[config.mk]
export PLATFORM = sky130hd
export DESIGN_NAME = mem_port_mux_flat
export DESIGN_NICKNAME = d
export VERILOG_FILES = /design/src/spif_pkg.sv /design/src/boot_wr_if.sv /design/src/mem_port_mux.sv /design/src/flat_wrapper.sv
export SDC_FILE = /design/constraint.sdc
export NUM_CORES = 1
export LEC_CHECK = 0
export BUFFER_PORTS_ARGS = -buffer_cell sky130_fd_sc_hd__buf_2
export CELL_PAD_IN_SITES_DETAIL_PLACEMENT = 1
export CELL_PAD_IN_SITES_GLOBAL_PLACEMENT = 1
export CORE_MARGIN = 10
export CORE_UTILIZATION = 13
export DETAILED_ROUTE_END_ITERATION = 8
export GPL_ROUTABILITY_DRIVEN = 1
export PLACE_DENSITY = 0.78
export SLEW_MARGIN = 40
export SYNTH_ARGS = -nofsm -noshare
export SYNTH_HDL_FRONTEND = slang
export SYNTH_SLANG_ARGS = --single-unit
[constraint.sdc]
create_clock -name vclk -period 1.1
set_clock_uncertainty 0.1 [all_clocks]
set_input_delay 0.22 -clock vclk [all_inputs]
set_output_delay 0.22 -clock vclk [all_outputs]
set_load 0.005 [all_outputs]
[src/spif_pkg.sv]
// ======================================================================
// Shared widths, word types and record encodings for the flash loader.
// Every block refers to these by scoped name.
// ======================================================================

package spif_pkg;

  // ====================================================================
  // Widths and word types
  // ====================================================================
  localparam int CODE_AW = 10;                    // Code RAM address bits
  localparam int DATA_AW = 10;                    // Data RAM address bits
  localparam int DATA_W  = 18;                    // Data cell width

  typedef logic [7:0]         byte_t;             // Flash byte
  typedef logic [15:0]        code_word_t;        // Instruction word
  typedef logic [DATA_W-1:0]  data_word_t;        // Data cell
  typedef logic [CODE_AW-1:0] code_addr_t;
  typedef logic [DATA_AW-1:0] data_addr_t;
  typedef logic [15:0]        boot_dest_t;        // Destination register
  typedef logic [15:0]        boot_len_t;         // Word count minus one
  typedef logic [3:0]         rate_t;             // SCLK half-period divisor

  // ====================================================================
  // Flash access
  // ====================================================================
  localparam rate_t      RATE_POR      = 4'd7;    // Divisor after reset
  localparam byte_t      FAST_READ_CMD = 8'h0B;
  localparam byte_t      BASE_BLOCK    = 8'h01;   // First address byte
  localparam logic [2:0] HDR_BYTES     = 3'd5;    // Cmd, 3 address, dummy

  // ====================================================================
  // Record opcodes, matched on the top bits of a command byte
  // ====================================================================
  localparam logic [1:0] REC_DATA = 2'b00;        // Bit 2 data/code, 1:0 bytes-1
  localparam logic [1:0] REC_RATE = 2'b10;        // Bit 5 reset, 3:0 divisor
  localparam logic [3:0] REC_DEST = 4'b1100;      // Two bytes follow, high first
  localparam logic [3:0] REC_LEN  = 4'b1101;      // Two bytes follow, high first
  localparam logic [2:0] REC_END  = 3'b111;       // End of boot

endpackage
[src/boot_wr_if.sv]
// ======================================================================
// Boot memory write, from the record interpreter to the port mux
// ======================================================================

interface boot_wr_if;

  logic                  code_we;   // Code RAM write strobe
  logic                  data_we;   // Data RAM write strobe
  spif_pkg::boot_dest_t  dest;      // Target address
  spif_pkg::data_word_t  word;      // Assembled word

  modport master (
    output code_we, data_we, dest, word
  );

  modport slave (
    input  code_we, data_we, dest, word
  );

endinterface

[src/mem_port_mux.sv]
// ======================================================================
// Code and data RAM port selection. Boot writes take the ports and hold
// the processor for that cycle; processor accesses then go unserved.
// ======================================================================

module mem_port_mux (
  boot_wr_if.slave                w,
  input  spif_pkg::code_addr_t    i_code_addr,
  input  logic                    i_mem_rd,
  input  logic                    i_mem_wr,
  input  spif_pkg::data_addr_t    i_mem_addr,
  input  spif_pkg::data_word_t    i_din,
  output logic                    o_p_hold,
  output spif_pkg::code_addr_t    o_code_addr,
  output spif_pkg::code_word_t    o_code_din,
  output logic                    o_code_we,
  output logic                    o_code_re,
  output spif_pkg::data_addr_t    o_data_addr,
  output spif_pkg::data_word_t    o_data_din,
  output logic                    o_data_we,
  output logic                    o_data_re
);

  assign o_p_hold = w.code_we | w.data_we;

  // Code side, written only by boot
  assign o_code_addr = o_p_hold ? w.dest[spif_pkg::CODE_AW-1:0] : i_code_addr;
  assign o_code_din  = w.word[15:0];          // Low 16 bits of the word
  assign o_code_we   = w.code_we;
  assign o_code_re   = ~o_p_hold;

  // Data side, shared with the processor
  assign o_data_addr = o_p_hold ? w.dest[spif_pkg::DATA_AW-1:0] : i_mem_addr;
  assign o_data_din  = o_p_hold ? w.word : i_din;
  assign o_data_we   = w.data_we | (i_mem_wr & ~o_p_hold);
  assign o_data_re   = i_mem_rd & ~o_p_hold;

endmodule

[src/flat_wrapper.sv]
// flat-port wrapper written by rule: the top's interface ports become plain ports
module mem_port_mux_flat 
  (i_code_addr, i_mem_rd, i_mem_wr, i_mem_addr, i_din, o_p_hold, o_code_addr, o_code_din, o_code_we, o_code_re, o_data_addr, o_data_din, o_data_we, o_data_re, w_code_we, w_data_we, w_dest, w_word);
  boot_wr_if w_i ();
  input  spif_pkg::code_addr_t i_code_addr;
  input  logic i_mem_rd;
  input  logic i_mem_wr;
  input  spif_pkg::data_addr_t i_mem_addr;
  input  spif_pkg::data_word_t i_din;
  output logic o_p_hold;
  output spif_pkg::code_addr_t o_code_addr;
  output spif_pkg::code_word_t o_code_din;
  output logic o_code_we;
  output logic o_code_re;
  output spif_pkg::data_addr_t o_data_addr;
  output spif_pkg::data_word_t o_data_din;
  output logic o_data_we;
  output logic o_data_re;
  input wire logic [$bits(w_i.code_we)-1:0] w_code_we;
  input wire logic [$bits(w_i.data_we)-1:0] w_data_we;
  input wire logic [$bits(w_i.dest)-1:0] w_dest;
  input wire logic [$bits(w_i.word)-1:0] w_word;
  assign w_i.code_we = w_code_we;
  assign w_i.data_we = w_data_we;
  assign w_i.dest = w_dest;
  assign w_i.word = w_word;
  mem_port_mux u_core (.w(w_i), .i_code_addr(i_code_addr), .i_mem_rd(i_mem_rd), .i_mem_wr(i_mem_wr), .i_mem_addr(i_mem_addr), .i_din(i_din), .o_p_hold(o_p_hold), .o_code_addr(o_code_addr), .o_code_din(o_code_din), .o_code_we(o_code_we), .o_code_re(o_code_re), .o_data_addr(o_data_addr), .o_data_din(o_data_din), .o_data_we(o_data_we), .o_data_re(o_data_re));
endmodule
==> flow_summary.yaml <==
detailed_routing:
  drc: 0
  drtPass1Iterations: 2
  drtIter0Drc: 6
  vias: 967
  ant_nets: 0
  wire_per_inst_um: 17.9
  vias_per_cell: 3.90
  wl_um: 4440
global_route:
  grt_pass1_wl_um: 6290
  grt_overflow: 0
  grt_pass1_vias: 1124
  grt_max_degree: 17
  grtUsageTotal_pct: 9.06
  antenna_found_initial: 0
timing:
  fin_ws_ns: -0.401
  finalMaxSlewViolations: 0
  fmax_ghz: 0.666
  rsz0062_at_grt: "yes"
  worstMarginPinSlew_ns: 0.0909
  max_slew_margin_pct: 93.9
  setup_viol: 41
  min_period_ns: 1.50
  min_period_over_period_pct: 136
  final_hold_viol_count: 0
synthesis:
  ys_warn_count: 0
  seq_area_frac_synth_pct: 0
  yosysTopAreaCellShare_pct: 60.1
  synthTopCellsByArea: "mux2_2 (60%), buf_4 (19%), clkbuf_8 (8.4%), mux2_4 (6.9%), nor2_4 (1.7%)"
  synth_top_area_cell: "mux2_2"
  postSynthAreaPerCell_um2: 10.2
  syn_area_um2: 656
  ys_types: 8
  synthCells: 64
  syn-num-nets: 140
power_and_ir_drop:
  clkPwrFrac_pct: 0
  p_comb_share_pct: 100.0
  power.density_mw_per_mm2: 445
  pwr-share-seq_pct: 0
  switching_share_pct: 31.7
  switchingPower_w: 0.000253
  intPower_w: 0.000546
  p_leak_nw: 0.988
  ir_drop_uv: 138
final_layout:
  n_antenna_cell: 0
  multi_input_area_um2: 599
  numSequentialCells: 0
  drive_gt1_share_pct: 99.4
  clkbuf_count: 0
  final_common_cell: "buf_2"
  finalNetCount: 259
  final_area_mm2: 0.00179
  utilization_pct: 37.2
  nFillCells: 565
  mostFrequentLayoutCells: "buf_2 (86), buf_6 (43), mux2_4 (38)"
  regArea_um2: 0
  area_growth_pct: 173
floorplanning:
  dieArea_mm2: 0.00828
  die_w_um: 91.0
  die_h_um: 91.0
  start_util_pct: 13.6
  ios: 135
  coreArea_mm2: 0.00482
  row_count: 25
setup_path:
  cp-end-kind: "output port"
  critical_path_class: "in -> out"
  crit_path_max_fanout: 8
  critical_path_arrival_ns: 1.18
  startpoint_type: "primary input"
  worstPathRequired_ns: 0.78
run:
  cap_viol_max_count: 0
worst_hold_path:
  hold_path.class: "in -> out"
place:
  place_congestion: 0.762
  numPortBuffers: 129
  hpwl_um: 3810
  placed_area_mm2: 0.00139
status:
  violations: "negative setup slack"
  status: "finished with violations"
logic make-up (layout without fill, tap and decap cells):
family	count (synthesis)	after routing	synth area share [%]
and+or+nand+nor	2	2	2.67
muxes	38	38	67.0
buffers and inverters	23	140	29.0
AOI/OAI and AO/OA	1	1	1.34
metrics by stage:
step | setup WS, ns | hold WS (ns) | TNS, ns | std cells | power (W)
floorplan | -0.104 | 0.411 | -3.78 | 64 | 0.000311
global placement | -0.423 | 0.528 | -15.85 | 242 | 0.000573
detailed placement | -0.461 | 0.531 | -17.05 | 242 | 0.000588
CTS | -0.418 | 0.531 | -14.64 | 245 | 0.000705
global route | -0.444 | 0.541 | -16.50 | 248 | 0.000857
finish | -0.401 | 0.529 | -14.66 | 248 | 0.000798
power by group through the flow:
stage	registers (W)	logic (W)	clock network, W
floorplan	0	0.000311	0
global placement	0	0.000573	0
detailed placement	0	0.000588	0
CTS	0	0.000705	0
global route	0	0.000857	0
finish	0	0.000798	0
worst paths after layout:
path                       start             end  slack, ns  cells past startpoint
worst min-delay path  w_word[11]  o_code_din[11]       0.53                      2
worst max-delay path   w_data_we  o_data_addr[0]      -0.40                      6
metal layers:
layer,GRT usage (%),share of wire [%],vias to the layer above
li1,-,-,445
met1,9.51,38,438
met2,16.7,49,84
met3,4.69,13,0
met4,0,0,0
met5,0,0,-
cells in the mapped netlist:
library cell	n
nor2_4	1
a21o_2	1
clkbuf_8	4
mux2_4	3
inv_1	2
buf_4	17
and2_1	1
mux2_2	35
worst max-delay path, cell delays in order:
cell and delay (ns):
buf_8 0.10, nor2_4 0.11, buf_12 0.16, clkbuf_16 0.17
mux2_4 0.30, buf_6 0.12
cell type report:
class	count	area share, %
tap	67	4.68
timing repair buffer	138	61.5
multi-input combinational	41	33.4
inverter	2	0.419
repair_timing:
| action | CTS | global route |
|---|---|---|
| setup endpoints to repair | 41 | 41 |
| buffers inserted | 2 | 1 |
| gates cloned | 1 | 2 |
| gates resized for setup | 29 | 23 |
| hold buffers | 0 | 0 |
| pin swaps | 1 | 1 |
No activity file was read; power rests on OpenSTA's default activity.
