**config.mk**
```make
export PLATFORM = sky130hd
export DESIGN_NAME = spi_byte_master_flat
export DESIGN_NICKNAME = d
export VERILOG_FILES = /design/src/spif_pkg.sv /design/src/spi_xfer_if.sv /design/src/spi_byte_master.sv /design/src/flat_wrapper.sv
export SDC_FILE = /design/constraint.sdc
export NUM_CORES = 1
export LEC_CHECK = 0
export ABC_AREA = 1
export BUFFER_PORTS_ARGS = -buffer_cell sky130_fd_sc_hd__buf_2
export CORE_UTILIZATION = 30
export DETAILED_ROUTE_END_ITERATION = 6
export MAX_ROUTING_LAYER = met4
export PLACE_DENSITY_LB_ADDON = 0.08
export SLEW_MARGIN = 20
export SYNTH_ARGS = -nofsm -noshare
export SYNTH_HDL_FRONTEND = slang
export SYNTH_SLANG_ARGS = --single-unit
```
**constraint.sdc**
```tcl
create_clock -name clk -period 6 [get_ports clk]
set_input_delay 0.6 -clock clk [delete_from_list [all_inputs] [get_ports clk]]
set_output_delay 0.6 -clock clk [all_outputs]
set_load 0.02 [all_outputs]
```
**src/spif_pkg.sv**
```systemverilog
// ======================================================================
// Shared widths, word types and record encodings for the flash loader.
// Every block refers to these by scoped name.
// ======================================================================

package spif_pkg;

  // ====================================================================
  // Widths and word types
  // ====================================================================
  localparam int CODE_AW = 10;                    // Code RAM address bits
  localparam int DATA_AW = 10;                    // Data RAM address bits
  localparam int DATA_W  = 18;                    // Data cell width

  typedef logic [7:0]         byte_t;             // Flash byte
  typedef logic [15:0]        code_word_t;        // Instruction word
  typedef logic [DATA_W-1:0]  data_word_t;        // Data cell
  typedef logic [CODE_AW-1:0] code_addr_t;
  typedef logic [DATA_AW-1:0] data_addr_t;
  typedef logic [15:0]        boot_dest_t;        // Destination register
  typedef logic [15:0]        boot_len_t;         // Word count minus one
  typedef logic [3:0]         rate_t;             // SCLK half-period divisor

  // ====================================================================
  // Flash access
  // ====================================================================
  localparam rate_t      RATE_POR      = 4'd7;    // Divisor after reset
  localparam byte_t      FAST_READ_CMD = 8'h0B;
  localparam byte_t      BASE_BLOCK    = 8'h01;   // First address byte
  localparam logic [2:0] HDR_BYTES     = 3'd5;    // Cmd, 3 address, dummy

  // ====================================================================
  // Record opcodes, matched on the top bits of a command byte
  // ====================================================================
  localparam logic [1:0] REC_DATA = 2'b00;        // Bit 2 data/code, 1:0 bytes-1
  localparam logic [1:0] REC_RATE = 2'b10;        // Bit 5 reset, 3:0 divisor
  localparam logic [3:0] REC_DEST = 4'b1100;      // Two bytes follow, high first
  localparam logic [3:0] REC_LEN  = 4'b1101;      // Two bytes follow, high first
  localparam logic [2:0] REC_END  = 3'b111;       // End of boot

endpackage
```
**src/spi_xfer_if.sv**
```systemverilog
// ======================================================================
// One SPI byte transfer request and its result, fetch to byte master
// ======================================================================

interface spi_xfer_if;

  logic               start;      // One-cycle request, only while idle
  spif_pkg::byte_t    tx;         // Byte to shift out
  spif_pkg::rate_t    rate;       // Half-period divisor for this byte
  logic               keep_cs;    // Hold CS low after the byte
  spif_pkg::byte_t    rx;         // Received byte, valid with done
  logic               done;       // One-cycle completion

  modport master (
    output start, tx, rate, keep_cs,
    input  rx, done
  );

  modport slave (
    input  start, tx, rate, keep_cs,
    output rx, done
  );

endinterface

```
**src/spi_byte_master.sv**
```systemverilog
// ======================================================================
// SPI mode 0 byte engine. A start moves one byte each way, MSB first,
// taking 16 * (rate + 1) cycles from start to done.
// ======================================================================

module spi_byte_master (
  input  logic       clk,
  input  logic       arstn,
  spi_xfer_if.slave  x,
  output logic       o_sclk,
  output logic       o_cs_n,
  output logic       o_mosi,
  input  logic       i_miso
);

  logic             busy;
  spif_pkg::rate_t  rate_q;       // Divisor latched at start
  spif_pkg::rate_t  div_cnt;
  logic [3:0]       half_cnt;     // SCLK edges taken so far
  logic             tick;
  spif_pkg::byte_t  tx_sh;
  spif_pkg::byte_t  rx_sh;

  assign tick   = busy && (div_cnt == '0);
  assign x.done = tick && o_sclk && (half_cnt == 4'd15);  // Last falling edge
  assign x.rx   = rx_sh;
  assign o_mosi = tx_sh[7];

  // ====================================================================
  // Sequencing, SCLK and chip select
  // ====================================================================
  always_ff @(posedge clk or negedge arstn) begin
    if (!arstn) begin
      busy     <= 1'b0;
      rate_q   <= spif_pkg::RATE_POR;
      div_cnt  <= '0;
      half_cnt <= '0;
      o_sclk   <= 1'b0;
      o_cs_n   <= 1'b1;
    end else if (!busy) begin
      if (x.start) begin
        busy     <= 1'b1;
        rate_q   <= x.rate;
        div_cnt  <= x.rate;
        half_cnt <= '0;
        o_cs_n   <= 1'b0;
      end else if (!x.keep_cs) begin
        o_cs_n   <= 1'b1;         // Stream closed by fetch
      end
    end else if (tick) begin
      o_sclk   <= ~o_sclk;
      half_cnt <= half_cnt + 4'd1;
      div_cnt  <= rate_q;
      if (x.done) begin
        busy <= 1'b0;
        if (!x.keep_cs)
          o_cs_n <= 1'b1;
      end
    end else begin
      div_cnt <= div_cnt - 4'd1;
    end
  end

  // Transmit and receive shift registers
  always_ff @(posedge clk) begin
    if (!busy && x.start)
      tx_sh <= x.tx;
    else if (tick && o_sclk && !x.done)
      tx_sh <= {tx_sh[6:0], 1'b0};          // Next bit on falling edge
    if (tick && !o_sclk)
      rx_sh <= {rx_sh[6:0], i_miso};        // Sample on rising edge
  end

endmodule

```
**src/flat_wrapper.sv**
```systemverilog
// flat-port wrapper written by rule: the top's interface ports become plain ports
module spi_byte_master_flat 
  (clk, arstn, o_sclk, o_cs_n, o_mosi, i_miso, x_start, x_tx, x_rate, x_keep_cs, x_rx, x_done);
  spi_xfer_if x_i ();
  input  logic clk;
  input  logic arstn;
  output logic o_sclk;
  output logic o_cs_n;
  output logic o_mosi;
  input  logic i_miso;
  input wire logic [$bits(x_i.start)-1:0] x_start;
  input wire logic [$bits(x_i.tx)-1:0] x_tx;
  input wire logic [$bits(x_i.rate)-1:0] x_rate;
  input wire logic [$bits(x_i.keep_cs)-1:0] x_keep_cs;
  output wire logic [$bits(x_i.rx)-1:0] x_rx;
  output wire logic [$bits(x_i.done)-1:0] x_done;
  assign x_i.start = x_start;
  assign x_i.tx = x_tx;
  assign x_i.rate = x_rate;
  assign x_i.keep_cs = x_keep_cs;
  assign x_rx = x_i.rx;
  assign x_done = x_i.done;
  spi_byte_master u_core (.clk(clk), .arstn(arstn), .x(x_i), .o_sclk(o_sclk), .o_cs_n(o_cs_n), .o_mosi(o_mosi), .i_miso(i_miso));
endmodule
```
==> flow_summary.yaml <==
logic_synthesis:
  yosysTopAreaCell: "edfxtp_1"
  post_synth_edffs: 16
  netlist_instances: 147
  seq_area_frac_synth: 0.602
  yosys.cell_count.top_type: "nand2_1"
  postSynthNetCount: 167
  synth_ff_type: "edfxtp_1"
  ys_seq_elements: 31
  synth.top_cell.area_share: 0.336
  synth_area_per_cell_um2: 9.72
  synthTopCellsByCount: "nand2_1 (55), edfxtp_1 (16), inv_1 (12)"
  synth_cell_type_count: 26
  ys_async_sr_fraction: 0.484
  biggest_area_contributors_in_the_synthesized_netlist: "edfxtp_1 (34%), dfrtp_1 (19%), nand2_1 (14%), dfstp_2 (7.4%), inv_1 (3.2%)"
  synth_area_mm2: 0.00143
  yosys_warnings: 0
sta:
  skew_ns: 0.00733
  timing.final.crit_share: 0.391
  final_layout_setup_total_negative_slack_ns: 0
  finalHoldViolations: 0
  grt_setup_unrepaired: "no"
  final.min_clock_period_ns: 2.35
  slew_headroom: 0.503
  peak_clock_frequency_supported_by_timing_mhz: 426
  finalMaxSlewViolations: 0
  worst_slew_pin_slew_ns: 0.741
  setup_viol: 0
critical_path:
  worst_ep_arrival_time_ns: 1.75
  worst-r2r-setup-slack_ns: 3.98
  path_max_fanout: 8
  worstSetupPathType: "reg2out"
  required_ns: 5.40
  startpoint_type_of_the_worst_setup_path: "flop"
  crit-reg2reg-launch: "u_core.div_cnt[0]"
  crit_path_start: "u_core.div_cnt[0]"
  crit_path_end_kind: "output port"
global_routing:
  antenna_found_initial: 0
  grt_use_total: 0.130
  grt_start_max_net_pins: 20
  first_global_vias: 1046
  grt_pass1_wl_um: 4770
  grt_overflow_total: 0
routing:
  dr_total_vias: 1050
  drcViolationCount: 0
  final_antenna_net_count: 0
  wl_um: 2770
  wire_per_inst_um: 12.0
  first_iter_violations: 37
  avgViaCountPerCell: 4.55
  number_of_iterations_in_the_first_detailed_routing_pass: 6
die:
  initial_core_utilization: 0.319
  dieArea_mm2: 0.00504
  design.core.area_mm2: 0.00447
  row_count: 24
  floorplan.die.width_um: 71.0
  boundaryPins: 29
  die_height_um: 71.0
flow_run:
  drv_cap: 0
power_and_ir_drop:
  leakage_nw: 0.804
  power.ir.vdd_worst_v: 0.000130
  cellPowerDensity_mw_per_mm2: 469
finish:
  design_area_mm2: 0.00169
  post_route_cells_drive_above_1_share: 0.257
  num-fill-cells: 470
  final_net_count: 199
  layout-area-overhead-vs-synth_pct: 18.2
  antennaDiodeCount: 0
clock_tree:
  root_buffer: "clkbuf_8"
  clock_buffers_created_by_tritoncts: 5
  cts-htree-levels: 2
  ctsHoldBuffers: 0
  clkTransAtPathRegs_ns: 0.07
  cts_resized: 0
  cts_setup_buffers: 0
  clkSinkCount: 31
  clock_path_buffers: 2
  cts_tree: "yes"
  worstSkewPairLatency_ns: 0.28
placement:
  dp.final_hpwl_um: 1960
  io_buffers: 28
  placed_cell_area_mm2: 0.00161
  gp_routability_congestion: 0.839
min_path:
  hp_class: "in2async"
status:
  outcome: "finished clean"
[logic make-up after synthesis]
logic type	share of synthesized area
buf+inv	0.0560
flops	0.602
fa+ha+maj	0.0263
simple gates	0.259
compound gates	0.0438
xor+xnor	0.0123
[power breakdown]
part	internal [W]	total, W	leakage (nW)	switching, W
Clock	0.0000770	0.000150	0.0414	0.0000732
Sequential	0.000315	0.000368	0.320	0.0000526
Combinational	0.0000990	0.000274	0.443	0.000175
[worst max-delay path: stages (launching register included)]
cell	delay [ns]
dfrtp_1	0.36
inv_1	0.14
ha_1	0.35
nand3_4	0.18
clkinv_2	0.13
nand3_2	0.08
inv_1	0.07
buf_2	0.15
[routing by layer]
metal	global-route usage	wire length [µm]
met5	-	0
met2	0.191	1250
met1	0.161	1340
met4	0.0533	53
met3	0.0470	130
[cell type report]
| cell class | instances | area [µm²] | area share |
|---|---|---|---|
| well taps | 52 | 65.1 | 0.0385 |
| inverters | 15 | 57.6 | 0.0341 |
| clock buffers | 5 | 68.8 | 0.0407 |
| repair buffers | 28 | 140 | 0.0830 |
| clock inverters | 2 | 8.76 | 0.00519 |
| flip-flops and latches | 31 | 861 | 0.510 |
| multi-input cells | 98 | 488 | 0.289 |
[per-stage QoR]
stage,power [W],cells,setup WS [ns],hold slack [ns],util
5_1_grt,0.000859,231,3.52,0.234,0.378
4_1_cts,0.000805,231,3.59,0.230,0.378
3_5_place_dp,0.000650,224,3.58,0.438,0.360
6_report,0.000792,231,3.65,0.223,0.378
3_3_place_gp,0.000643,224,3.70,0.430,0.360
2_1_floorplan,0.000577,147,4.06,0.304,-
[path summary, 6_finish.rpt]
kind	to	depth (start not counted)
max	x_done	7
min reg2reg	u_core.x.rx[6]	0
min in group clk	u_core.x.rx[6]	0
min	u_core.div_cnt[1]	1
max in group asynchronous	u_core.rate_q[2]	1
max reg2reg	u_core.tx_sh[1]	4
[placed cells by master (no fill, tap or decap), types with 2 or more instances in the layout]
master	synthesis	layout
o21ai_0	5	4
dfrtp_1	11	11
edfxtp_1	16	16
inv_1	12	12
clkinv_2	1	2
ha_1	3	3
clkbuf_8	0	5
nand4_1	5	5
nor2_1	8	8
dfstp_2	4	4
nand3_1	8	8
o21ai_1	2	3
inv_2	2	2
buf_2	0	28
nand2_1	55	55
[flip-flops by register name, indices dropped and copies added (netlist names)]
register,count
u_core.x.rx,8
u_core.o_cs_n,1
u_core.o_sclk,1
u_core.rate_q,4
u_core.tx_sh,8
u_core.busy,1
u_core.half_cnt,4
u_core.div_cnt,4
(Power assumes the default switching activity.)
