`config.mk`:
```
export PLATFORM = sky130hd
export DESIGN_NAME = boot_fetch_flat
export DESIGN_NICKNAME = d
export VERILOG_FILES = /design/src/spif_pkg.sv /design/src/spi_xfer_if.sv /design/src/boot_fetch.sv /design/src/flat_wrapper.sv
export SDC_FILE = /design/constraint.sdc
export NUM_CORES = 1
export LEC_CHECK = 0
export BUFFER_PORTS_ARGS = -buffer_cell sky130_fd_sc_hd__buf_4
export CAP_MARGIN = 10
export CORE_UTILIZATION = 32
export DETAILED_ROUTE_END_ITERATION = 16
export GPL_TIMING_DRIVEN = 0
export PLACE_DENSITY = 0.77
export SLEW_MARGIN = 20
export SYNTH_ARGS = -nofsm -noshare
export SYNTH_HDL_FRONTEND = slang
export SYNTH_SLANG_ARGS = --single-unit
```
`constraint.sdc`:
```
create_clock -name clk -period 1.4 [get_ports clk]
set_clock_uncertainty 0.2 [all_clocks]
set_input_delay 0.28 -clock clk [delete_from_list [all_inputs] [get_ports clk]]
set_output_delay 0.28 -clock clk [all_outputs]
set_load 0.005 [all_outputs]
```
`src/spif_pkg.sv`:
```
// ======================================================================
// Shared widths, word types and record encodings for the flash loader.
// Every block refers to these by scoped name.
// ======================================================================

package spif_pkg;

  // ====================================================================
  // Widths and word types
  // ====================================================================
  localparam int CODE_AW = 10;                    // Code RAM address bits
  localparam int DATA_AW = 10;                    // Data RAM address bits
  localparam int DATA_W  = 18;                    // Data cell width

  typedef logic [7:0]         byte_t;             // Flash byte
  typedef logic [15:0]        code_word_t;        // Instruction word
  typedef logic [DATA_W-1:0]  data_word_t;        // Data cell
  typedef logic [CODE_AW-1:0] code_addr_t;
  typedef logic [DATA_AW-1:0] data_addr_t;
  typedef logic [15:0]        boot_dest_t;        // Destination register
  typedef logic [15:0]        boot_len_t;         // Word count minus one
  typedef logic [3:0]         rate_t;             // SCLK half-period divisor

  // ====================================================================
  // Flash access
  // ====================================================================
  localparam rate_t      RATE_POR      = 4'd7;    // Divisor after reset
  localparam byte_t      FAST_READ_CMD = 8'h0B;
  localparam byte_t      BASE_BLOCK    = 8'h01;   // First address byte
  localparam logic [2:0] HDR_BYTES     = 3'd5;    // Cmd, 3 address, dummy

  // ====================================================================
  // Record opcodes, matched on the top bits of a command byte
  // ====================================================================
  localparam logic [1:0] REC_DATA = 2'b00;        // Bit 2 data/code, 1:0 bytes-1
  localparam logic [1:0] REC_RATE = 2'b10;        // Bit 5 reset, 3:0 divisor
  localparam logic [3:0] REC_DEST = 4'b1100;      // Two bytes follow, high first
  localparam logic [3:0] REC_LEN  = 4'b1101;      // Two bytes follow, high first
  localparam logic [2:0] REC_END  = 3'b111;       // End of boot

endpackage
```
`src/spi_xfer_if.sv`:
```
// ======================================================================
// One SPI byte transfer request and its result, fetch to byte master
// ======================================================================

interface spi_xfer_if;

  logic               start;      // One-cycle request, only while idle
  spif_pkg::byte_t    tx;         // Byte to shift out
  spif_pkg::rate_t    rate;       // Half-period divisor for this byte
  logic               keep_cs;    // Hold CS low after the byte
  spif_pkg::byte_t    rx;         // Received byte, valid with done
  logic               done;       // One-cycle completion

  modport master (
    output start, tx, rate, keep_cs,
    input  rx, done
  );

  modport slave (
    input  start, tx, rate, keep_cs,
    output rx, done
  );

endinterface

```
`src/boot_fetch.sv`:
```
// ======================================================================
// Flash fetch sequencer. Sends the fast-read header after reset, then
// streams bytes to the interpreter until the end record arrives.
// ======================================================================

module boot_fetch (
  input  logic              clk,
  input  logic              arstn,
  spi_xfer_if.master        x,
  input  spif_pkg::rate_t   i_rate,
  input  logic              i_end,
  output logic              o_byte_stb,
  output spif_pkg::byte_t   o_byte,
  output logic              o_booting
);

  logic        kick;          // First start pending after reset
  logic        start_q;
  logic [2:0]  hdr_cnt;       // Header bytes already sent
  logic        hdr_done;

  assign hdr_done  = (hdr_cnt == spif_pkg::HDR_BYTES);
  assign x.start   = start_q && !i_end;     // No read past the end record
  assign x.rate    = i_rate;
  assign x.keep_cs = o_booting;

  always_comb begin
    case (hdr_cnt)
      3'd0:    x.tx = spif_pkg::FAST_READ_CMD;
      3'd1:    x.tx = spif_pkg::BASE_BLOCK;
      default: x.tx = '0;                   // Low address, dummy, reads
    endcase
  end

  assign o_byte_stb = x.done && hdr_done && o_booting;
  assign o_byte     = x.rx;

  always_ff @(posedge clk or negedge arstn) begin
    if (!arstn) begin
      kick      <= 1'b1;
      start_q   <= 1'b0;
      hdr_cnt   <= '0;
      o_booting <= 1'b1;
    end else begin
      kick    <= 1'b0;
      start_q <= kick || (x.done && o_booting);
      if (x.done && !hdr_done)
        hdr_cnt <= hdr_cnt + 3'd1;
      if (i_end)
        o_booting <= 1'b0;              // Lets CS rise once idle
    end
  end

endmodule

```
`src/flat_wrapper.sv`:
```
// flat-port wrapper written by rule: the top's interface ports become plain ports
module boot_fetch_flat 
  (clk, arstn, i_rate, i_end, o_byte_stb, o_byte, o_booting, x_start, x_tx, x_rate, x_keep_cs, x_rx, x_done);
  spi_xfer_if x_i ();
  input  logic clk;
  input  logic arstn;
  input  spif_pkg::rate_t i_rate;
  input  logic i_end;
  output logic o_byte_stb;
  output spif_pkg::byte_t o_byte;
  output logic o_booting;
  output wire logic [$bits(x_i.start)-1:0] x_start;
  output wire logic [$bits(x_i.tx)-1:0] x_tx;
  output wire logic [$bits(x_i.rate)-1:0] x_rate;
  output wire logic [$bits(x_i.keep_cs)-1:0] x_keep_cs;
  input wire logic [$bits(x_i.rx)-1:0] x_rx;
  input wire logic [$bits(x_i.done)-1:0] x_done;
  assign x_start = x_i.start;
  assign x_tx = x_i.tx;
  assign x_rate = x_i.rate;
  assign x_keep_cs = x_i.keep_cs;
  assign x_i.rx = x_rx;
  assign x_i.done = x_done;
  boot_fetch u_core (.clk(clk), .arstn(arstn), .x(x_i), .i_rate(i_rate), .i_end(i_end), .o_byte_stb(o_byte_stb), .o_byte(o_byte), .o_booting(o_booting));
endmodule
```
==> impl.org <==
** Run status
- The run finished, with violations left.
- The final reports fail on negative setup slack.

** STA
- Worst Slack Setup Final :: -0.316 ns
- Fmax :: 0.583 GHz
- Final critical path time including I/O delays and setup :: 1.72 ns
- Fin. max-slew vios :: 0
- Share of the clock period used by the worst path :: 1.23
- The number of hold-slack violations in the final timing report is 0.
- Setup violations remaining at the end of the flow were counted as 7.
- Unrepaired setup endpoints after global routing :: yes
- Hold Worst Slack :: 0.0699 ns
- Setup total negative slack on the finished layout was measured at -1.32 ns.

** Global route
- GRT Overall Usage :: 0.138
- Initial antenna violation count :: 0
- Wire length of the first global-routing pass :: 1260 um
- Global routing usage on met3 :: 0.0867
- The total overflow left after global routing is 0.
- The layer flagged by global routing as most heavily used is met2.
- Entering global routing, the biggest net connects 7 pins.
- Via count of the first global-routing pass :: 337
- For met1 alone, demand over resource in global routing was 0.0919.
- For met2 alone, demand over resource in global routing was 0.283.

** Final layout
- From synthesis to final layout, the design area changed by 82.4%.
- Ratio of cells with drive above 1 in the final layout :: 0.759
- At the end of the flow, the number of nets in the layout was 104.
- The repair_antennas step left the layout with diodes totalling 0.
- For this run, the number of standard cells in the final layout without fillers is 98.
- Fill cells in the final layout number 110.

** CTS
- In this run the number of H-tree levels came out at 1.
- At the later pin of the worst-skew pair, clock insertion delay measures 0.24 ns.
- Counting along the longest clock path gives a buffer depth of 2.
- Clock root buffer :: sky130_fd_sc_hd__clkbuf_4
- TritonCTS built the clock tree.
- Clock-pin slew was measured on the worst setup and hold paths at 0.04 ns.
- Sinks on Clock Net :: 6
- Number of clock buffers inserted by TritonCTS :: 3

** Power and ir drop
- VDD sags by at most 0.600 mV.
- Total power for the finished layout comes to 1070 uW.
- Power spread over the standard cell area amounts to 1330 mW/mm^2.
- Standby leakage power :: 0.000432 uW

** Setup path
- Crit path required time :: 0.92 ns
- Depth of the critical timing path with buffers and inverters included :: 5
- In this design, the stage delay of the slowest critical-path cell is 0.41 ns.
- Nature of the critical path endpoint :: output port
- Data arrives at the worst endpoint at 1.24 ns.
- By instance count, the cell type seen most on the critical path is sky130_fd_sc_hd__buf_6.
- The critical path starts at u_core.hdr_cnt[0].
- Crit path max-delay cell type :: sky130_fd_sc_hd__dfrtp_1
- Traced cell by cell, the critical path runs through inv_2, ha_4, nor2b_4, buf_6, buf_6.
- The startpoint identified for the worst register-to-register timing path is u_core.hdr_cnt[1].
- Measured in cells, the most critical reg-to-reg path has a length of 4.
- CP max FO :: 3
- Bufs and invs on worst path :: 3
- STA classifies the critical path startpoint as a flip-flop.
- Largest delay contributor family on the critical path :: flip-flops
- Critical path class :: flip-flop to output port

** Synthesis
- Of the synthesized area, sequential elements account for 0.346.
- Gate count after technology mapping :: 44
- Number of synthesized register bits :: 6
- Mapped Avg Cell Area :: 10.0 sq um
- The synthesized netlist contains 15 unique library cells.
- Warnings from Yosys :: 0
- Summing every instance area after synthesis gives 442 sq um.

** Hold path
- Worst hold path class :: input port to flip-flop
- Cell depth of the worst min-delay path :: 2
- Worst hold start :: x_done

** Drt
- Once detail routing completed, the nets flagged for antenna violations numbered 0.
- For this run, the detailed router's first-pass iteration total came to 1.
- Remaining DRCs :: 0
- Vias per inst :: 3.92
- Total wire length after detailed routing :: 1020 um
- After the first detailed-routing iteration, the DRC count stood at 0.
- Total vias in the final route :: 384
- WL per Instance :: 10.4 um

** Die
- Width of the die :: 39.2 um
- The initial utilization of the core area, before any placement, comes to 0.344.
- Core Region :: 0.00128 sq mm
- Row generation in the floorplan step produced 13 rows.
- 40 I/O pins were placed.
- The floorplan step defined a die boundary enclosing 0.00153 sq mm.
- Chip Height :: 39.2 um

** Flow run
- Max-cap check violation count :: 0

** Placed design
- Final weighted congestion in routability-driven placement :: 0.600
- Port Buffers :: 22
- After detailed placement, the design holds a cell count of 86.
- Placed wire-length estimate :: 608 um
[flip-flops by register name, summed over array words and instances (netlist names)]
name,count
u_core.hdr_cnt,3
u_core.o_booting,1
u_core.kick,1
u_core.start_q,1
[metal layers]
| layer | up-vias | part of all wire |
|---|---|---|
| li1 | 194 | - |
| met1 | 162 | 0.29 |
| met2 | 28 | 0.57 |
| met3 | 0 | 0.14 |
| met4 | 0 | 0 |
| met5 | - | 0 |
[stage by stage]
step / cell area [sq um] / utilization / setup slack (ns)
final: 806 / 0.627 / -0.316
after global routing: 806 / 0.627 / -0.360
after CTS: 810 / 0.630 / -0.305
after detailed placement: 649 / 0.505 / -0.138
after global placement: 649 / 0.505 / -0.118
after floorplan: 465 / - / 0.0236
[path summary, 6_finish.rpt]
path,slack [ns],to
setup / recovery,-0.32,x_tx[3]
hold / removal,0.07,u_core.hdr_cnt[2]
setup reg to reg,-0.09,u_core.hdr_cnt[1]
hold reg to reg,0.36,u_core.start_q
max in group asynchronous,0.61,u_core.kick
min in group asynchronous,0.19,u_core.start_q
[final cells by class]
cell class / count / area [sq um] / area share
clock buffer: 3 / 22.5 / 0.0280
inverter: 2 / 7.51 / 0.00932
tap: 15 / 18.8 / 0.0233
multi-input combinational: 22 / 198 / 0.245
timing repair buffer: 31 / 256 / 0.318
buffer: 19 / 150 / 0.186
sequential: 6 / 153 / 0.189
[cell usage in the layout (no fill, tap or decap)]
master,netlist,layout
sky130_fd_sc_hd__buf_6,0,7
sky130_fd_sc_hd__ha_4,0,2
sky130_fd_sc_hd__ha_1,3,1
sky130_fd_sc_hd__mux2_4,1,1
sky130_fd_sc_hd__a31oi_1,1,1
sky130_fd_sc_hd__xnor2_2,0,1
sky130_fd_sc_hd__dfrtp_1,4,4
sky130_fd_sc_hd__clkbuf_4,0,3
sky130_fd_sc_hd__dlygate4sd3_1,0,2
sky130_fd_sc_hd__inv_2,0,2
sky130_fd_sc_hd__buf_4,19,41
sky130_fd_sc_hd__and4_2,1,1
sky130_fd_sc_hd__nor2b_4,0,1
sky130_fd_sc_hd__nor2b_1,4,3
sky130_fd_sc_hd__dfstp_2,2,2
sky130_fd_sc_hd__a21o_2,1,1
sky130_fd_sc_hd__a21boi_2,1,1
sky130_fd_sc_hd__a21oi_1,1,1
sky130_fd_sc_hd__conb_1,1,6
sky130_fd_sc_hd__nor2_1,2,2
[Yosys cell counts]
master	count	share of area
sky130_fd_sc_hd__a21oi_1	1	0.011
sky130_fd_sc_hd__buf_4	19	0.32
sky130_fd_sc_hd__dfrtp_1	4	0.23
sky130_fd_sc_hd__nor2b_1	4	0.057
sky130_fd_sc_hd__mux2_4	1	0.034
sky130_fd_sc_hd__dfstp_2	2	0.12
sky130_fd_sc_hd__a31oi_1	1	0.014
sky130_fd_sc_hd__a21o_2	1	0.020
sky130_fd_sc_hd__a21boi_2	1	0.025
sky130_fd_sc_hd__inv_1	2	0.017
sky130_fd_sc_hd__and4_2	1	0.023
sky130_fd_sc_hd__xnor2_1	1	0.020
sky130_fd_sc_hd__ha_1	3	0.085
sky130_fd_sc_hd__nor2_1	2	0.017
sky130_fd_sc_hd__conb_1	1	0.0085
[where the power goes]
part / total [uW] / switching (uW) / internal, uW
clock: 152 / 55.7 / 96.5
combinational: 626 / 234 / 392
sequential: 291 / 67.0 / 224
[cells by family (layout without fill, tap and decap cells)]
kind of cell / after synthesis / count (layout) / synth area share
AO/OA/AOI/OAI: 4 / 4 / 0.0708
XOR/XNOR: 1 / 1 / 0.0198
adder cells (fa/ha/maj): 3 / 3 / 0.0850
buffers and inverters: 21 / 55 / 0.340
flip-flops: 6 / 6 / 0.346
multiplexers: 1 / 1 / 0.0340
other: 1 / 6 / 0.00849
AND/OR/NAND/NOR: 7 / 7 / 0.0963
[what timing repair did]
action	in CTS	in global routing
gates cloned	0	0
pin swaps	4	0
buffers inserted	10	1
hold endpoints to repair	7	0
endpoints found under the setup margin	6	8
resized for setup	12	3
hold buffers	2	0
(Power assumes the default switching activity.)
