`src/spif_pkg.sv`:
```
// ======================================================================
// Shared widths, word types and record encodings for the flash loader.
// Every block refers to these by scoped name.
// ======================================================================

package spif_pkg;

  // ====================================================================
  // Widths and word types
  // ====================================================================
  localparam int CODE_AW = 10;                    // Code RAM address bits
  localparam int DATA_AW = 10;                    // Data RAM address bits
  localparam int DATA_W  = 18;                    // Data cell width

  typedef logic [7:0]         byte_t;             // Flash byte
  typedef logic [15:0]        code_word_t;        // Instruction word
  typedef logic [DATA_W-1:0]  data_word_t;        // Data cell
  typedef logic [CODE_AW-1:0] code_addr_t;
  typedef logic [DATA_AW-1:0] data_addr_t;
  typedef logic [15:0]        boot_dest_t;        // Destination register
  typedef logic [15:0]        boot_len_t;         // Word count minus one
  typedef logic [3:0]         rate_t;             // SCLK half-period divisor

  // ====================================================================
  // Flash access
  // ====================================================================
  localparam rate_t      RATE_POR      = 4'd7;    // Divisor after reset
  localparam byte_t      FAST_READ_CMD = 8'h0B;
  localparam byte_t      BASE_BLOCK    = 8'h01;   // First address byte
  localparam logic [2:0] HDR_BYTES     = 3'd5;    // Cmd, 3 address, dummy

  // ====================================================================
  // Record opcodes, matched on the top bits of a command byte
  // ====================================================================
  localparam logic [1:0] REC_DATA = 2'b00;        // Bit 2 data/code, 1:0 bytes-1
  localparam logic [1:0] REC_RATE = 2'b10;        // Bit 5 reset, 3:0 divisor
  localparam logic [3:0] REC_DEST = 4'b1100;      // Two bytes follow, high first
  localparam logic [3:0] REC_LEN  = 4'b1101;      // Two bytes follow, high first
  localparam logic [2:0] REC_END  = 3'b111;       // End of boot

endpackage
```
`src/boot_wr_if.sv`:
```
// ======================================================================
// Boot memory write, from the record interpreter to the port mux
// ======================================================================

interface boot_wr_if;

  logic                  code_we;   // Code RAM write strobe
  logic                  data_we;   // Data RAM write strobe
  spif_pkg::boot_dest_t  dest;      // Target address
  spif_pkg::data_word_t  word;      // Assembled word

  modport master (
    output code_we, data_we, dest, word
  );

  modport slave (
    input  code_we, data_we, dest, word
  );

endinterface

```
`src/boot_interp.sv`:
```
// ======================================================================
// Record interpreter. Turns the flash byte stream into rate changes,
// destination and length settings, RAM word writes and end of boot.
// ======================================================================

module boot_interp (
  input  logic              clk,
  input  logic              arstn,
  input  logic              i_byte_stb,
  input  spif_pkg::byte_t   i_byte,
  boot_wr_if.master         w,
  output spif_pkg::rate_t   o_rate,
  output logic              o_p_reset,
  output logic              o_end
);

  typedef enum logic [2:0] {
    M_CMD, M_DATA, M_DEST_H, M_DEST_L, M_LEN_H, M_LEN_L
  } mode_t;

  mode_t                 mode;
  spif_pkg::boot_dest_t  dest;
  spif_pkg::boot_len_t   len;
  spif_pkg::boot_len_t   word_cnt;       // Words left in run, minus one
  logic [1:0]            bpw;            // Bytes per word, minus one
  logic [1:0]            byte_cnt;
  logic                  sel_data;
  spif_pkg::data_word_t  word_sh;

  assign w.dest = dest;
  assign w.word = word_sh;

  // ====================================================================
  // Command decode and run control
  // ====================================================================
  always_ff @(posedge clk or negedge arstn) begin
    if (!arstn) begin
      mode      <= M_CMD;
      dest      <= '0;
      len       <= '0;
      word_cnt  <= '0;
      bpw       <= '0;
      byte_cnt  <= '0;
      sel_data  <= 1'b0;
      w.code_we <= 1'b0;
      w.data_we <= 1'b0;
      o_rate    <= spif_pkg::RATE_POR;
      o_p_reset <= 1'b1;
      o_end     <= 1'b0;
    end else begin
      w.code_we <= 1'b0;
      w.data_we <= 1'b0;
      o_end     <= 1'b0;
      if (w.code_we || w.data_we)
        dest <= dest + 16'd1;             // Advance after each word
      if (i_byte_stb) begin
        case (mode)
          M_CMD: begin
            if (i_byte[7:6] == spif_pkg::REC_DATA) begin
              mode     <= M_DATA;
              sel_data <= i_byte[2];
              bpw      <= i_byte[1:0];
              byte_cnt <= i_byte[1:0];
              word_cnt <= len;
            end else if (i_byte[7:6] == spif_pkg::REC_RATE) begin
              o_p_reset <= i_byte[5];
              o_rate    <= i_byte[3:0];
            end else if (i_byte[7:4] == spif_pkg::REC_DEST) begin
              mode <= M_DEST_H;
            end else if (i_byte[7:4] == spif_pkg::REC_LEN) begin
              mode <= M_LEN_H;
            end else if (i_byte[7:5] == spif_pkg::REC_END) begin
              o_end     <= 1'b1;
              o_p_reset <= 1'b0;          // Release the processor
            end
          end
          M_DATA: begin
            if (byte_cnt != 2'd0) begin
              byte_cnt <= byte_cnt - 2'd1;
            end else begin
              byte_cnt  <= bpw;
              w.code_we <= ~sel_data;
              w.data_we <= sel_data;
              if (word_cnt != '0)
                word_cnt <= word_cnt - 16'd1;
              else
                mode <= M_CMD;            // Run complete
            end
          end
          M_DEST_H: begin
            dest[15:8] <= i_byte;
            mode       <= M_DEST_L;
          end
          M_DEST_L: begin
            dest[7:0] <= i_byte;
            mode      <= M_CMD;
          end
          M_LEN_H: begin
            len[15:8] <= i_byte;
            mode      <= M_LEN_L;
          end
          default: begin
            len[7:0] <= i_byte;
            mode     <= M_CMD;
          end
        endcase
      end
    end
  end

  // Word assembly, most significant byte first
  always_ff @(posedge clk) begin
    if (i_byte_stb && mode == M_DATA)
      word_sh <= {word_sh[spif_pkg::DATA_W-9:0], i_byte};
  end

endmodule

```
`src/flat_wrapper.sv`:
```
// flat-port wrapper written by rule: the top's interface ports become plain ports
module boot_interp_flat 
  (clk, arstn, i_byte_stb, i_byte, o_rate, o_p_reset, o_end, w_code_we, w_data_we, w_dest, w_word);
  boot_wr_if w_i ();
  input  logic clk;
  input  logic arstn;
  input  logic i_byte_stb;
  input  spif_pkg::byte_t i_byte;
  output spif_pkg::rate_t o_rate;
  output logic o_p_reset;
  output logic o_end;
  output wire logic [$bits(w_i.code_we)-1:0] w_code_we;
  output wire logic [$bits(w_i.data_we)-1:0] w_data_we;
  output wire logic [$bits(w_i.dest)-1:0] w_dest;
  output wire logic [$bits(w_i.word)-1:0] w_word;
  assign w_code_we = w_i.code_we;
  assign w_data_we = w_i.data_we;
  assign w_dest = w_i.dest;
  assign w_word = w_i.word;
  boot_interp u_core (.clk(clk), .arstn(arstn), .i_byte_stb(i_byte_stb), .i_byte(i_byte), .w(w_i), .o_rate(o_rate), .o_p_reset(o_p_reset), .o_end(o_end));
endmodule
```
`config.mk`:
```
export PLATFORM = sky130hd
export DESIGN_NAME = boot_interp_flat
export DESIGN_NICKNAME = d
export VERILOG_FILES = /design/src/spif_pkg.sv /design/src/boot_wr_if.sv /design/src/boot_interp.sv /design/src/flat_wrapper.sv
export SDC_FILE = /design/constraint.sdc
export NUM_CORES = 1
export LEC_CHECK = 0
export BUFFER_PORTS_ARGS = -buffer_cell sky130_fd_sc_hd__buf_2
export CAP_MARGIN = 5
export CORE_MARGIN = 1
export CORE_UTILIZATION = 57
export CTS_CLUSTER_DIAMETER = 80
export CTS_CLUSTER_SIZE = 14
export DETAILED_ROUTE_END_ITERATION = 8
export PLACE_DENSITY = 0.79
export SLEW_MARGIN = 40
export SYNTH_ARGS = -nofsm -noshare
export SYNTH_HDL_FRONTEND = slang
export SYNTH_SLANG_ARGS = --single-unit
```
`constraint.sdc`:
```
create_clock -name clk -period 2.9 [get_ports clk]
set_clock_uncertainty 0.1 [all_clocks]
set_input_delay 0.435 -clock clk [delete_from_list [all_inputs] [get_ports clk]]
set_output_delay 0.435 -clock clk [all_outputs]
set_load 0.02 [all_outputs]
```
==> metrics.txt, run 1 <==
Peak supply drop 0.555 mV; # IOs 53; Total GRT Usage 26.2%; H-Tree Depth 3; post-detail-place hpwl between 6000 and 7000 µm; antenna cells 0; initial core utilization 58.6%; largest family of logic cells by synthesized area compound AO/OA/AOI/OAI gates; die area 7280 µm²; initial antenna violation count 0; Synth-to-Final Area Change 13.0%; register area approximately 2100 µm²; Setup TNS 0 ns; nets 430; final setup violating endpoints 0; pwr/cell area 900 nW/µm²; Clock Pin Slew Worst Setup and Hold Paths 0.09 ns; drt wl/cell roughly 18 µm; Die Ht 85.3 µm; final hold viol count 0; most frequent cells in the layout dfrtp_1, buf_2, nand2_1, nor2_1, a21oi_1; CTS tree built; cts hold-fix bufs 1; Synth Warn # 0; Post-synth EDFFs 18; Post-Syn Area 3960 µm²; most common cell after layout, fill and taps aside dfrtp_1; Max Buffers Root-to-Sink 2; unrepaired setup endpoints after global routing no; gpl congestion roughly 0.90; area of the multi-input gates 1690 µm²; post-route ant nets 0; Leak 1.90 nW; met1 Track Usage GR between 30% and 40%; sinks on the clock net between 80 and 90; grt met3 use 4.18%; via/cell ratio 6.16; reg2reg setup slack 0.58 ns; global-route wire length before repair 14500 µm; gr ovfl total 0; vias in the first global route around 2900; gr busiest metal met2; Final Util roughly 66%; Die X about 85 µm; # Post-CTS Setup Buffers 0; Routed WL between 9000 and 10000 µm; share of synthesized registers carrying an async set or reset 78.0%; Hold WC Path Type primary input to register; DRT iter0 DRCs 248; synthesis-stage register bit count between 80 and 90; CP arrival ~2.5 ns; Syn Area/Cell 10.9 µm²; Max-slew headroom 50.6%; mux share of post-synthesis cell area 5.66%; maxcap violations 0; CP Class register to register; Core Box Area around 6800 µm²; total CTS buffers 9; critical path launch point type register; Post-Synth XOR/XNOR Area 3.32%; post-layout minimum cycle time roughly 2.3 ns; layout cells sized above 1 26.8%; Filler cells 524; Crit Path Max Fanout 13; hold path depth 1; synthesized-area fraction occupied by adder cells 0.632%; IO buf count 52; row count 30; Critical Path RT 3.04 ns; Slew @ Worst Pin 0.741 ns; Resize count post-CTS 0; Peak Freq about 430 MHz; Final Cycle Share about 80%; DRT Pass-1 Iters 5; Syn Nets 377; crit path capture type register; Most used DFF post-synth dfrtp_1; worst r2r path cells 4; WHS 0.280 ns; Synth Area in Compound Gates 17.2%; met2 GRT Util 42.2%; post-synthesis cell type count 68; clk_lat worst skew 0.36 ns; Synth Area in Simple Gates 15.8%; clk root buf clkbuf_8; Syn Inst Count 364; DRC Markers 0; Seq/Total Area, Yosys between 50% and 60%; largest net degree at the start of global routing 27; via count 3093; Pins Over Slew Limit 0; status finished clean
## report_power, final
group	leakage, nW	internal, W	switching (W)
logic	0.839	0.000565	0.000890
clock network	0.0877	0.000320	0.000433
registers	0.974	0.00150	0.000318
total	1.90	0.00238	0.00164
## kinds of logic (layout without fill, tap and decap cells)
family | Yosys count | count (layout)
mux | 20 | 20
buf+inv | 27 | 85
xor+xnor | 15 | 15
fa+ha+maj | 2 | 2
flops | 82 | 82
compound gates | 99 | 99
simple gates | 119 | 119
## critical path, stage by stage (launching register included)
cell	delay [ns]
dfrtp_1	0.55
or3b_4	0.50
a211oi_4	0.47
o31ai_4	0.19
a221o_1	0.38
## per-stage QoR
step / power, W / instance area [µm²] / instances / setup WS [ns]
after detailed placement: 0.00328 / 4290 / 485 / 0.599
final: 0.00403 / 4470 / 502 / 0.582
after CTS: 0.00403 / 4470 / 502 / 0.609
after global routing: 0.00425 / 4470 / 502 / 0.451
after global placement: 0.00320 / 4290 / 485 / 0.669
after floorplan: 0.00284 / 3960 / 364 / 0.675
## path summary, 6_finish.rpt
kind	start	to
worst max-delay path	u_core.mode[2]	u_core.word_cnt[6]
worst min-delay path	i_byte[4]	u_core.w.word[4]
worst max register to register	u_core.mode[2]	u_core.word_cnt[6]
worst min register to register	u_core.w.word[5]	u_core.w.word[13]
max in group asynchronous	arstn	u_core.mode[1]
min in group asynchronous	arstn	u_core.len[10]
## flip-flops by register name (all words and copies together) (netlist names)
name,count
u_core.w.dest,16
u_core.mode,3
u_core.w.code_we,1
u_core.o_rate,4
u_core.o_end,1
u_core.bpw,2
u_core.o_p_reset,1
u_core.word_cnt,16
u_core.byte_cnt,2
u_core.w.word,18
u_core.sel_data,1
u_core.len,16
u_core.w.data_we,1
## layout make-up
cell class,instances,area share (%)
Inverter,9,0.755
Timing Repair Buffer,60,7.22
Clock buffer,10,2.85
Clock inverter,6,1.06
Tap cell,80,2.24
Sequential cell,82,48.0
Multi-Input combinational cell,255,37.9
## cells in the mapped netlist, drive strengths merged (4+ instances only)
library cell	count	area (µm²)
mux2	19	214
dfstp	4	105
nand3	9	50.1
nor3b	6	55.1
xor2	7	61.3
buf	6	35.0
xnor2	8	70.1
o22ai	5	31.3
clkbuf	12	55.1
o21ai	28	140
nor2	30	120
edfxtp	18	541
o2111ai	5	43.8
nor3	12	71.3
inv	9	33.8
nor4	5	31.3
a21oi	26	130
nand2	36	138
dfrtp	60	1500
## per-layer routing
layer	share of wire [%]	wire (µm)
met1	43	3900
met5	0	0
met4	2.3	206
met2	49	4380
met3	5.8	527
No activity file was read; power rests on OpenSTA's default activity.
==> inputs of run 2 (changes only) <==
clock period = 2.2 ns   (was 2.9 ns; I/O delays follow)
==> metrics.txt, run 2 (synthesis gave the netlist of run 1 again) <==
status finished clean; area of the multi-input gates 1710 µm² (+1.1%); vias in the first global route 2960 (+0.58%); pwr/cell area 1200 nW/µm² (+33%); Crit Path Max Fanout 5 (-8); CP Class register to register; die area 7280 µm² (unchanged); register area 2150 µm² (unchanged); drt wl/cell 18.1 µm (+0.96%); Max-slew headroom 58.0% (+7.4 points); Total GRT Usage 27.3% (+1.1 points); post-route ant nets 0 (unchanged); Final Cycle Share 96.9% (+17 points); Peak Freq 469 MHz (+8.7%); Synth-to-Final Area Change 18.1%; Hold WC Path Type primary input to register; Pins Over Slew Limit 0 (unchanged); critical path launch point type register; routed wl met2 4540 µm (+3.7%); DR WL met3 594 µm (+13%); most common cell after layout, fill and taps aside dfrtp_1; gr ovfl total 0 (unchanged); IO buf count 52 (unchanged); # IOs 53 (unchanged); Cell Count, Final, Fillers Out 523 (+4.2%); via/cell ratio 6.11 (-0.82%); crit path capture type register; Routed WL 9490 µm (+5.2%); H-Tree Depth 3 (unchanged); Peak supply drop 0.631 mV (+14%); layout cells sized above 1 31.2% (+4.4 points); Filler cells 490 (-6.5%); Slew @ Worst Pin 0.630 ns (-0.112 ns); global-route wire length before repair 15200 µm (+4.5%); Die Ht 85.3 µm (unchanged); clk_lat worst skew 0.35 ns (about the same); initial antenna violation count 0 (unchanged); Area after DPL 4410 µm² (+2.9%); post-detail-place hpwl 6380 µm (-0.18%); max reg flops 18 (unchanged); final setup violating endpoints 0 (unchanged); placed cell count 500 (+3.1%); clk root buf clkbuf_8; Critical Path RT 2.38 ns (-0.66 ns); antenna cells 0 (unchanged); top sig layer met4; most frequent cells in the layout dfrtp_1, buf_2, nand2_1, nor2_1, buf_4; total CTS buffers 9 (unchanged); gpl congestion 0.898 (about the same); final hold viol count 0 (unchanged); via count 3196 (+3.3%); Die X 85.3 µm (unchanged); nets 451 (+4.9%); maxcap violations 0 (unchanged); DRT Pass-1 Iters 5 (unchanged); final instance area 4670 µm² (+4.5%); Max Buffers Root-to-Sink 2 (unchanged); CTS tree built; sinks on the clock net 82 (unchanged); DRC Markers 0 (unchanged); post-layout minimum cycle time 2.13 ns (-0.185 ns); Core Box Area 6760 µm² (unchanged); DRT iter0 DRCs 380 (+53%); largest net degree at the start of global routing 27 (unchanged); Clock Pin Slew Worst Setup and Hold Paths 0.09 ns (about the same); initial core utilization 58.6% (unchanged); Leak 2.02 nW (+6.3%); row count 30 (unchanged); Met1 Wirelength 4190 µm (+7.4%); CP arrival 2.31 ns (-0.15 ns)
run 2: cell types whose count changed in the layout (fill, tap and decap cells not counted), sizes merged:
cell,delta
buf,+21
clkinv,+2
clkinvlp,-1
inv,-1
run 2: critical path: stages, from the launching register on:
cell	delay [ns]
dfrtp_1	0.42
or4_4	0.58
or3_4	0.39
o31ai_4	0.35
o21ai_1	0.12
o21ai_1	0.10
run 2: layout make-up:
type                    count  area share (%)
clock buffers              10            2.95
clock inverters             6            1.04
inverters                   9           0.723
multi-input cells         255            36.6
flip-flops and latches     82            46.0
well taps                  80            2.14
repair buffers             81            10.6
run 2: path summary, 6_finish.rpt:
| check | slack (ns) | to | cells after the start | startpoint |
|---|---|---|---|---|
| max reg2reg | 0.07 | u_core.word_cnt[8] | 5 | u_core.word_cnt[12] |
| min reg2reg | 0.35 | u_core.w.word[10] | 0 | u_core.w.word[2] |
| min | 0.19 | u_core.w.word[4] | 1 | i_byte[4] |
| max in group asynchronous | 0.97 | u_core.word_cnt[2] | 3 | arstn |
| max | 0.07 | u_core.word_cnt[8] | 5 | u_core.word_cnt[12] |
| min in group asynchronous | 0.42 | u_core.len[8] | 2 | arstn |
run 2: timing repair:
item | CTS | global route
hold buffers | 1 | 0
buffers inserted | 0 | 6
endpoints found under the setup margin | 0 | 12
hold endpoints to repair | 18 | 0
gates resized for setup | 0 | 3
run 2: report_power, final:
group / leakage (nW) / internal, W / switching (W)
Sequential: 0.974 / 0.00198 / 0.000414
Clock: 0.0972 / 0.000453 / 0.000580
Combinational: 0.950 / 0.000909 / 0.00125
Total: 2.02 / 0.00334 / 0.00225
run 2: per-stage QoR:
step                total power (W)  hold slack, ns  util [%]  setup slack [ns]  setup TNS (ns)
global placement            0.00431           0.280      65.3             0.146               0
floorplan                   0.00375         -0.0656         -             0.168               0
CTS                         0.00543           0.183      68.2            0.0517               0
detailed placement          0.00440           0.282      65.3            0.0750               0
global route                0.00590           0.188      69.1          -0.00376        -0.00643
finish                      0.00558           0.192      69.1            0.0674               0
run 2: routing by layer:
layer / vias up / GRT usage, %
li1: 1484 / -
met1: 1567 / 38.1
met2: 131 / 43.2
met3: 14 / 5.45
met4: 0 / 9.09
met5: - / 0
==> inputs of run 3 (changes only) <==
CORE_ASPECT_RATIO = 1.5   (was not set)
==> metrics.txt, run 3 (synthesis gave the netlist of run 1 again) <==
Max Buffers Root-to-Sink 2 (unchanged); Hold WC Path Type primary input to register; unrepaired setup endpoints after global routing yes; clk_lat worst skew 0.36 ns (about the same); row count 36 (+20%); via/cell ratio 6.07 (-0.73%); switch share 40.6% (+0.39 points); Slew @ Worst Pin 0.577 ns (-0.0521 ns); total CTS buffers 9 (unchanged); DRT iter0 DRCs 229 (-40%); P_sw 0.00224 W (-0.20%); layout cells sized above 1 30.2% (-0.95 points); Critical Path RT 2.33 ns (-0.05 ns); antenna cells 0 (unchanged); vias in the first global route 2992 (+1.1%); DRC Markers 0 (unchanged); final hold viol count 0 (unchanged); Final Cycle Share 97.4% (+0.46 points); Die Ht 104 µm (+22%); Clock power frac 18.1% (-0.4 points); drt wl/cell 17.9 µm (-1.1%); pre-CTS setup slack 0.0328 ns (-0.0422 ns); Die X 70.0 µm (-18%); Crit Path Max Fanout 5 (unchanged); status finished clean; final setup violating endpoints 0 (unchanged); critical path launch point type register; crit path capture type register; CTS tree built; post-detail-place hpwl 6350 µm (-0.55%); Core Box Area 6620 µm² (-2.0%); PnR worst setup slack 0.0573 ns (-0.0100 ns); Routed WL 9210 µm (-3.0%); Leak 1.99 nW (-1.6%); Comb pwr share 38.8% (about the same); # IOs 53 (unchanged); Cell Count, Final, Fillers Out 513 (-1.9%); gr ovfl total 0 (unchanged); nets 445 (-1.3%); CP bufs+invs 0 (unchanged); Synth-to-Final Area Change 16.7%; global-route wire length before repair 15000 µm (-0.86%); CP cell instances or4_4 > or3_4 > o31ai_4 > o22ai_1; initial core utilization 59.8% (+1.2 points); DRT Pass-1 Iters 5 (unchanged); Clock Pin Slew Worst Setup and Hold Paths 0.09 ns (about the same); initial antenna violation count 0 (unchanged); post-layout minimum cycle time 2.14 ns (+0.0100 ns); Peak Freq 467 MHz (-0.47%); die area 7290 µm² (about the same); most common cell after layout, fill and taps aside dfrtp_1; CP Class register to register; sequential power share 43.1% (+0.3 points); IO buf count 52 (unchanged); Crit-path slowest cell or4_4; post-route ant nets 0 (unchanged); pwr/cell area 1200 nW/µm² (about the same); Max-slew headroom 61.3% (+3.3 points); via count 3112 (-2.6%); Filler cells 503 (+2.7%); most frequent cells in the layout dfrtp_1, buf_2, nand2_1, nor2_1, a21oi_1; Total GRT Usage 26.9% (-0.31 points); Pins Over Slew Limit 0 (unchanged); Critical Path Max Stage Delay 0.60 ns (+0.02 ns); gpl congestion 0.969 (+7.9%); largest net degree at the start of global routing 65 (+140%); Peak supply drop 0.551 mV (-13%); placed cell count 495 (-1.0%); crit-path leading delay family simple AND/OR/NAND/NOR gates; CP arrival 2.28 ns (-0.03 ns); P_int 0.00328 W (-1.8%); clk root buf clkbuf_8; H-Tree Depth 3 (unchanged); max reg flops 18 (unchanged); sinks on the clock net 82 (unchanged); maxcap violations 0 (unchanged)
-- run 3: cell type report --
class / count / area, µm² / area share (%)
sequential: 82 / 2150 / 46.5
multi-input combinational: 255 / 1720 / 37.2
timing repair buffer: 75 / 448 / 9.70
clock buffer: 10 / 128 / 2.76
tap: 76 / 95.1 / 2.06
clock inverter: 6 / 48.8 / 1.06
inverter: 9 / 33.8 / 0.732
-- run 3: what timing repair did --
item | in CTS | in global routing
setup buffers | 0 | 1
endpoints found under the setup margin | 6 | 10
pin swaps | 0 | 2
endpoints found under the hold margin | 60 | 0
hold buffers | 1 | 0
gates resized for setup | 1 | 4
-- run 3: through the flow --
stage	TNS [ns]	util [%]	total power, W	hold slack [ns]	cell area [µm²]
6_report	0	69.7	0.00552	0.186	4620
5_1_grt	-0.00677	69.7	0.00585	0.183	4620
4_1_cts	0	69.4	0.00544	0.175	4590
3_5_place_dp	0	66.5	0.00442	0.271	4400
3_3_place_gp	0	66.5	0.00432	0.268	4400
2_1_floorplan	0	-	0.00375	-0.0656	3960
-- run 3: final timing paths --
check / start / to / slack (ns) / depth (start not counted)
worst max-delay path: u_core.word_cnt[13] / u_core.word_cnt[12] / 0.06 / 4
worst min register to register: u_core.w.word[0] / u_core.w.word[8] / 0.35 / 0
max in group asynchronous: arstn / u_core.o_rate[1] / 1.28 / 3
min in group asynchronous: arstn / u_core.w.dest[14] / 0.41 / 3
worst max register to register: u_core.word_cnt[13] / u_core.word_cnt[12] / 0.06 / 4
worst min-delay path: i_byte[4] / u_core.w.word[4] / 0.19 / 1
-- run 3: power by group through the flow --
stage                     clock (W)  combinational (W)  sequential, W
after global placement            0            0.00196        0.00235
final                      0.000999            0.00214        0.00238
after detailed placement          0            0.00204        0.00239
after CTS                   0.00102            0.00206        0.00236
after floorplan                   0            0.00117        0.00258
after global routing        0.00108            0.00233        0.00243
-- run 3: metal layers --
layer | GRT usage, % | share of wire (%) | vias up | wire length, µm
li1 | - | - | 1482 | -
met1 | 32.3 | 39 | 1501 | 3550
met2 | 47.4 | 54 | 112 | 4960
met3 | 4.94 | 5.1 | 17 | 470
met4 | 10.6 | 2.4 | 0 | 222
met5 | 0 | 0 | - | 0
